[config.mk]
export PLATFORM = sky130hd
export DESIGN_NAME = branch_check_mapped
export DESIGN_NICKNAME = d
export VERILOG_FILES = /design/src/branch_pkg.sv /design/src/branch_write_decoder.sv /design/src/branch_table.sv /design/src/branch_evaluator.sv /design/src/branch_check_mapped.sv
export VERILOG_INCLUDE_DIRS = /design/src
export SDC_FILE = /design/constraint.sdc
export NUM_CORES = 1
export LEC_CHECK = 0
export BUFFER_PORTS_ARGS = -buffer_cell sky130_fd_sc_hd__clkbuf_2
export CORE_MARGIN = 5
export CORE_UTILIZATION = 60
export CTS_CLUSTER_DIAMETER = 120
export DETAILED_ROUTE_END_ITERATION = 6
export HOLD_SLACK_MARGIN = 0.08
export PLACE_DENSITY = 0.79
export SYNTH_ARGS = -nofsm -noshare
export SYNTH_HDL_FRONTEND = slang
export SYNTH_SLANG_ARGS = --single-unit
export TNS_END_PERCENT = 5
[constraint.sdc]
create_clock -name clock -period 7.4 [get_ports clock]
set_clock_uncertainty 0.15 [all_clocks]
set_input_delay 1.48 -clock clock [delete_from_list [all_inputs] [get_ports clock]]
set_output_delay 1.48 -clock clock [all_outputs]
set_load 0.005 [all_outputs]
[src/branch_consts.svh]
// Widths, table depth and memory map of the branch check unit, included by the package and RTL
`ifndef BRANCH_CONSTS_SVH
`define BRANCH_CONSTS_SVH

`define BR_PC_WIDTH       10
`define BR_WORD_WIDTH     16
`define BR_ADDR_WIDTH     10
`define BR_ENTRIES        4
`define BR_INDEX_WIDTH    2
`define BR_FLAGS_WIDTH    4
`define BR_COND_WIDTH     3
`define BR_TABLE_COUNT    5

// Table base addresses on the ALU write port
`define BR_ORIGIN_BASE    10'h200
`define BR_DEST_BASE      10'h204
`define BR_COND_BASE      10'h208
`define BR_PRED_BASE      10'h20C
`define BR_PE_BASE        10'h210

// Write enable bit positions
`define BR_WREN_ORIGIN    0
`define BR_WREN_DEST      1
`define BR_WREN_COND      2
`define BR_WREN_PRED      3
`define BR_WREN_PE        4

// Flag bit positions
`define BR_FLAG_ZERO      0
`define BR_FLAG_NEGATIVE  1
`define BR_FLAG_CARRY     2
`define BR_FLAG_OVERFLOW  3

// Condition codes
`define BR_COND_NEVER     3'd0
`define BR_COND_ALWAYS    3'd1
`define BR_COND_ZERO      3'd2
`define BR_COND_NOT_ZERO  3'd3
`define BR_COND_NEGATIVE  3'd4
`define BR_COND_POSITIVE  3'd5
`define BR_COND_CARRY     3'd6
`define BR_COND_NO_CARRY  3'd7

`endif

[src/branch_pkg.sv]
// Vector types and packed structs shared by the branch check RTL and its testbench
`default_nettype none

`include "branch_consts.svh"

package branch_pkg;

    typedef logic [`BR_PC_WIDTH-1:0]    pc_t;
    typedef logic [`BR_WORD_WIDTH-1:0]  word_t;
    typedef logic [`BR_ADDR_WIDTH-1:0]  write_addr_t;
    typedef logic [`BR_INDEX_WIDTH-1:0] entry_idx_t;
    typedef logic [`BR_FLAGS_WIDTH-1:0] flags_t;
    typedef logic [`BR_COND_WIDTH-1:0]  cond_code_t;
    typedef logic [`BR_TABLE_COUNT-1:0] table_wren_t;  // Bit per table, origin at bit 0

    // ------------------------------
    // Decoded write command, one table at most per cycle
    typedef struct packed {
        table_wren_t wren;
        entry_idx_t  index;         // Zero based within the table
        pc_t         origin;
        pc_t         destination;
        cond_code_t  condition;
        logic        prediction;
        logic        pred_enable;
    } branch_write_t;

    // ------------------------------
    // One stored branch
    typedef struct packed {
        pc_t        origin;
        pc_t        destination;
        cond_code_t condition;
        logic       prediction;     // Predicted taken
        logic       pred_enable;    // Use prediction instead of condition
    } branch_entry_t;

endpackage

`default_nettype wire

[src/branch_write_decoder.sv]
// Decodes ALU writes into per-table enables, zero-based index and sliced data for the branch table
`timescale 1ns/1ns
`default_nettype none

`include "branch_consts.svh"

module branch_write_decoder
    import branch_pkg::*;
(
    input  wire write_addr_t   write_addr,
    input  wire word_t         write_data,
    output branch_write_t      write_cmd
);

    // True when the address lies inside a table of BR_ENTRIES words at base
    function automatic logic in_table(input write_addr_t addr, input write_addr_t base);
        logic above;
        logic below;
        above = (addr >= base);
        below = (addr < (base + write_addr_t'(`BR_ENTRIES)));
        return above && below;
    endfunction

    // ------------------------------
    // Address decode

    logic hit_origin;
    logic hit_dest;
    logic hit_cond;
    logic hit_pred;
    logic hit_pe;

    always_comb begin
        hit_origin = in_table(write_addr, `BR_ORIGIN_BASE);
        hit_dest   = in_table(write_addr, `BR_DEST_BASE);
        hit_cond   = in_table(write_addr, `BR_COND_BASE);
        hit_pred   = in_table(write_addr, `BR_PRED_BASE);
        hit_pe     = in_table(write_addr, `BR_PE_BASE);
    end

    // ------------------------------
    // Address translation to a zero-based index

    write_addr_t offset;

    always_comb begin
        offset = '0;                                // Unmapped address, index unused
        if (hit_origin) offset = write_addr - `BR_ORIGIN_BASE;
        if (hit_dest)   offset = write_addr - `BR_DEST_BASE;
        if (hit_cond)   offset = write_addr - `BR_COND_BASE;
        if (hit_pred)   offset = write_addr - `BR_PRED_BASE;
        if (hit_pe)     offset = write_addr - `BR_PE_BASE;
    end

    // ------------------------------
    // Command assembly and data slices

    always_comb begin
        write_cmd = '0;
        write_cmd.wren[`BR_WREN_ORIGIN] = hit_origin;
        write_cmd.wren[`BR_WREN_DEST]   = hit_dest;
        write_cmd.wren[`BR_WREN_COND]   = hit_cond;
        write_cmd.wren[`BR_WREN_PRED]   = hit_pred;
        write_cmd.wren[`BR_WREN_PE]     = hit_pe;
        write_cmd.index       = entry_idx_t'(offset);
        write_cmd.origin      = write_data[`BR_PC_WIDTH-1:0];
        write_cmd.destination = write_data[`BR_PC_WIDTH-1:0];
        write_cmd.condition   = write_data[`BR_COND_WIDTH-1:0];
        write_cmd.prediction  = write_data[0];
        write_cmd.pred_enable = write_data[0];     // Same bit, other table
    end

endmodule

`default_nettype wire

[src/branch_table.sv]
// Register file of branch entries, written by decoded commands and read in parallel by the evaluator
`timescale 1ns/1ns
`default_nettype none

`include "branch_consts.svh"

module branch_table
    import branch_pkg::*;
(
    input  wire                                   clock,
    input  wire                                   rst_n,
    input  wire branch_write_t                    write_cmd,
    output branch_entry_t [`BR_ENTRIES-1:0]       entries
);

    // ------------------------------
    // Per-entry select from the command index

    logic [`BR_ENTRIES-1:0] entry_sel;

    always_comb begin
        for (int i = 0; i < `BR_ENTRIES; i++) begin
            entry_sel[i] = (write_cmd.index == entry_idx_t'(i));
        end
    end

    // ------------------------------
    // Storage
    // Each field has its own enable, so one ALU word updates one table only

    always_ff @(posedge clock or negedge rst_n) begin
        if (!rst_n) begin
            entries <= '0;                          // Condition never, prediction off
        end else begin
            for (int i = 0; i < `BR_ENTRIES; i++) begin
                if (entry_sel[i]) begin
                    if (write_cmd.wren[`BR_WREN_ORIGIN]) begin
                        entries[i].origin <= write_cmd.origin;
                    end
                    if (write_cmd.wren[`BR_WREN_DEST]) begin
                        entries[i].destination <= write_cmd.destination;
                    end
                    if (write_cmd.wren[`BR_WREN_COND]) begin
                        entries[i].condition <= write_cmd.condition;
                    end
                    if (write_cmd.wren[`BR_WREN_PRED]) begin
                        entries[i].prediction <= write_cmd.prediction;
                    end
                    if (write_cmd.wren[`BR_WREN_PE]) begin
                        entries[i].pred_enable <= write_cmd.pred_enable;
                    end
                end
            end
        end
    end

endmodule

`default_nettype wire

[src/branch_evaluator.sv]
// Matches the PC against stored origins and registers jump, cancel and branch destination
`timescale 1ns/1ns
`default_nettype none

`include "branch_consts.svh"

module branch_evaluator
    import branch_pkg::*;
(
    input  wire                                   clock,
    input  wire                                   rst_n,
    input  wire branch_entry_t [`BR_ENTRIES-1:0]  entries,
    input  wire pc_t                              pc,
    input  wire flags_t                           flags,
    input  wire                                   io_ready_previous,
    output pc_t                                   branch_destination,
    output logic                                  jump,
    output logic                                  cancel
);

    // Condition code against the ALU flags
    function automatic logic cond_holds(input cond_code_t code, input flags_t f);
        logic zero;
        logic negative;
        logic carry;
        zero     = f[`BR_FLAG_ZERO];
        negative = f[`BR_FLAG_NEGATIVE];
        carry    = f[`BR_FLAG_CARRY];
        case (code)
            `BR_COND_NEVER:    return 1'b0;
            `BR_COND_ALWAYS:   return 1'b1;
            `BR_COND_ZERO:     return zero;
            `BR_COND_NOT_ZERO: return !zero;
            `BR_COND_NEGATIVE: return negative;
            `BR_COND_POSITIVE: return !zero && !negative;
            `BR_COND_CARRY:    return carry;
            default:           return !carry;      // No carry
        endcase
    endfunction

    // ------------------------------
    // Origin match, lowest index wins

    logic          match;
    branch_entry_t hit_entry;

    always_comb begin
        match     = 1'b0;
        hit_entry = '0;
        // Walk down so the lowest matching index is left standing
        for (int i = `BR_ENTRIES - 1; i >= 0; i--) begin
            if (entries[i].origin == pc) begin
                match     = 1'b1;
                hit_entry = entries[i];
            end
        end
    end

    // ------------------------------
    // Decision

    logic taken;
    logic active;
    logic jump_next;
    logic cancel_next;
    pc_t  dest_next;

    always_comb begin
        taken  = cond_holds(hit_entry.condition, flags);
        active = match && io_ready_previous;      // IO gate on the decision
        if (hit_entry.pred_enable) begin
            jump_next   = active && hit_entry.prediction;
            cancel_next = active && (hit_entry.prediction != taken);  // Mispredicted
        end else begin
            jump_next   = active && taken;
            cancel_next = 1'b0;
        end
        dest_next = match ? hit_entry.destination : '0;
    end

    always_ff @(posedge clock or negedge rst_n) begin
        if (!rst_n) begin
            branch_destination <= '0;
            jump               <= 1'b0;
            cancel             <= 1'b0;
        end else begin
            branch_destination <= dest_next;
            jump               <= jump_next;
            cancel             <= cancel_next;
        end
    end

endmodule

`default_nettype wire

[src/branch_check_mapped.sv]
// Memory-mapped branch check unit top level, connects write decoder, branch table and evaluator
`timescale 1ns/1ns
`default_nettype none

`include "branch_consts.svh"

module branch_check_mapped
    import branch_pkg::*;
(
    input  wire                clock,
    input  wire                rst_n,
    input  wire pc_t           pc,
    input  wire flags_t        flags,
    input  wire                io_ready_previous,
    input  wire write_addr_t   write_addr,
    input  wire word_t         write_data,
    output pc_t                branch_destination,
    output logic               jump,
    output logic               cancel
);

    branch_write_t                    write_cmd;   // Combinational from the decoder
    branch_entry_t [`BR_ENTRIES-1:0]  entries;

    // ------------------------------
    // Producer

    branch_write_decoder u_write_decoder (
        .write_addr         (write_addr),
        .write_data         (write_data),
        .write_cmd          (write_cmd)
    );

    // ------------------------------
    // Buffer

    branch_table u_branch_table (
        .clock              (clock),
        .rst_n              (rst_n),
        .write_cmd          (write_cmd),
        .entries            (entries)
    );

    // ------------------------------
    // Consumer

    branch_evaluator u_branch_evaluator (
        .clock              (clock),
        .rst_n              (rst_n),
        .entries            (entries),
        .pc                 (pc),
        .flags              (flags),
        .io_ready_previous  (io_ready_previous),
        .branch_destination (branch_destination),
        .jump               (jump),
        .cancel             (cancel)
    );

endmodule

`default_nettype wire

==> flow_metrics.tcl <==
set metrics [dict create \
    first_pass_iters 7 \
    ys.flop_type "dfrtp_1" \
    grt_pass1_wl_um 18260 \
    hp-class "flop to flop" \
    antenna_found_initial 0 \
    r2r_start "u_branch_table.entries[73]$_DFFE_PN0P_" \
    crit_path_start_kind "primary input" \
    dpl-instance-area_um2 5610 \
    setup_viol 0 \
    crit_start "pc[8]" \
    fmax_mhz 228.7 \
    diodes 0 \
    powerDensity_nw_per_um2 178.1 \
    synth_fp_nets 453 \
    critPathMaxStageDelay_ns 0.91 \
    rsz0062_at_grt "false" \
    finalCritPeriodShare_pct 59.09 \
    hold_viol 0 \
    ir_drop_v 0.00009973 \
    cts_made_buffers 9 \
    finalCriticalPeriod_ns 4.373 \
    die_area_um2 10760 \
    yosysWarnings 0 \
    clkLatencyLatePin_ns 0.36 \
    placed_cells 556 \
    crit_fanout 30 \
    maxSlewViolCount 0 \
    viasPerCell 5.802 \
    synth_edf_count 0 \
    synth_seq_area_share_pct 53.16 \
    cts.sinks 112 \
    cts-hold-fix-buffers 0 \
    clockBufferDepth 2 \
    track_usage_pct 20.82 \
    wire_per_inst_um 18.66 \
    routed_wl_um 10660 \
    async_reset_ff_share_pct 100.0 \
    cp-end-kind "flop" \
    cts_root_buf "clkbuf_8" \
    syn2layout_area_growth_pct 9.658 \
    core_um2 8636 \
    clk_pin_slew_ns 0.11 \
    die_height_um 103.7 \
    syn_inst 410 \
    grt_max_degree 61 \
    grt_pass1_vias 3604 \
    critPathSlowestCell "and3_1" \
    drv_cap 0 \
    status "completed" \
    path_buf_inv 1 \
    final_cell_mix "123 x mux2_2, 112 x dfrtp_1, 46 x clkbuf_2" \
    critPathKind "primary input to flop" \
    avgSynthCellArea_um2 12.86 \
    final_nets 502 \
    relSlewSlack_pct 30.14 \
    yosysUniqueCellTypes 37 \
    critPathRequiredTime_ns 7.51 \
    netlist_area_um2 5273 \
    cts_tree "yes" \
    via_count 3313 \
    gr-total-overflow 0 \
    critPathTopFamily "simple AND/OR/NAND/NOR gates" \
    stdcell_count 571 \
    place_congestion 0.7989 \
    synth-seq-cells 112 \
    io_buffers 47 \
    row_count 34 \
    antenna_left 0 \
    worstPathCellList "clkbuf_2 > xor2_1 > nor4_2 > and3_1 > o211ai_1 > a21oi_2 > a211oi_1 > a2111oi_4 > nor3_1 > o21a_1" \
    hold_start "u_branch_table.entries[5]$_DFFE_PN0P_" \
    cts_resized 0 \
    worstMarginPinSlew_ns 1.045 \
    die_x_um 103.7 \
    io_pins 55 \
    drt_iter0_markers 124 \
    tns_ns 0 \
    layout-drive-gt1-share_pct 41.47 \
    layout_commonest_cell "mux2_2" \
    htreeDepth 3 \
    arrival_ns 4.48 \
    p_leak_nw 2.949 \
    hpwl_um 7246 \
    post-route-drc-count 0 \
    initial_utilization_pct 61.05 \
    cts_setup_buffers 0 \
    stdcell_area_um2 5782 \
]
kinds of logic (layout without fill, tap and decap cells):
group | count (synthesis) | after routing | synth area share (%)
flip-flops | 112 | 112 | 53.16
multiplexers | 126 | 126 | 26.84
AND/OR/NAND/NOR | 88 | 88 | 8.163
AO/OA/AOI/OAI | 28 | 28 | 3.892
XOR/XNOR | 40 | 40 | 6.645
buffers and inverters | 16 | 69 | 1.305
power by group:
group	internal, mW	leakage, nW	switching, mW
registers	0.626	1.56	0.00825
clock network	0.122	0.0735	0.203
logic	0.0284	1.32	0.0420
metrics by stage:
step | setup WS [ns] | total power, mW | hold WS (ns) | util [%]
2_1_floorplan | 3.737 | 0.6770 | 0.3239 | -
3_3_place_gp | 2.753 | 0.7146 | 0.3331 | 64.97
3_5_place_dp | 2.659 | 0.7176 | 0.3402 | 64.97
4_1_cts | 3.044 | 1.038 | 0.3672 | 66.95
5_1_grt | 2.778 | 1.076 | 0.3857 | 66.95
6_report | 3.027 | 1.030 | 0.3625 | 66.95
worst register-to-register path: cells and delay by family (launching register included):
| family | cells | cell delay (ns) |
|---|---|---|
| flops | 1 | 0.40 |
| xor+xnor | 1 | 0.15 |
| simple gates | 3 | 1.38 |
| compound gates | 5 | 1.30 |
state kept, by name (all words and copies together) (netlist names):
register                               flops
u_branch_evaluator.jump                    1
u_branch_evaluator.cancel                  1
u_branch_evaluator.branch_destination     10
u_branch_table.entries                   100
per-layer routing:
layer	part of all wire [%]	GRT usage, %	vias up
met5	0	0	-
met4	1.6	7.308	0
met3	4.6	3.731	17
met2	49	33.70	81
met1	45	28.36	1672
li1	-	-	1543
path summary, 6_finish.rpt:
| kind | slack (ns) | cells past startpoint | end |
|---|---|---|---|
| setup / recovery | 3.03 | 10 | u_branch_evaluator.cancel$_DFF_PN0_ |
| hold / removal | 0.36 | 1 | u_branch_evaluator.branch_destination[0]$_DFF_PN0_ |
| setup reg to reg | 3.92 | 9 | u_branch_evaluator.cancel$_DFF_PN0_ |
| hold reg to reg | 0.36 | 1 | u_branch_evaluator.branch_destination[0]$_DFF_PN0_ |
| max in group asynchronous | 4.87 | 2 | u_branch_table.entries[59]$_DFFE_PN0P_ |
| min in group asynchronous | 1.00 | 1 | u_branch_table.entries[3]$_DFFE_PN0P_ |
layout make-up:
cell class | count | area, µm²
clock buffers | 9 | 123.9
clock inverters | 6 | 47.55
fillers | 655 | 2854
inverters | 5 | 18.77
multi-input cells | 282 | 2401
flip-flops and latches | 112 | 2803
well taps | 108 | 135.1
repair buffers | 49 | 252.7
synthesized netlist by cell type, drive strengths merged (2+ instances only):
| library cell | count | area (µm²) |
|---|---|---|
| nand2 | 41 | 153.9 |
| nand3 | 6 | 30.03 |
| o21a | 3 | 22.52 |
| inv | 5 | 18.77 |
| nor2 | 11 | 41.29 |
| o21ai | 14 | 70.06 |
| and3 | 2 | 12.51 |
| xor2 | 28 | 245.2 |
| and2 | 2 | 12.51 |
| nor2b | 3 | 18.77 |
| dfrtp | 112 | 2803 |
| nor4 | 7 | 56.30 |
| o211a | 2 | 20.02 |
| nand4 | 4 | 31.28 |
| nand2b | 4 | 25.02 |
| clkbuf | 9 | 33.78 |
| buf | 2 | 16.26 |
| mux2 | 123 | 1385 |
| xnor2 | 12 | 105.1 |
| mux2i | 3 | 30.03 |
| nor3 | 4 | 20.02 |
| nand3b | 2 | 15.01 |
Note: power is estimated with default switching activity, not from simulation.
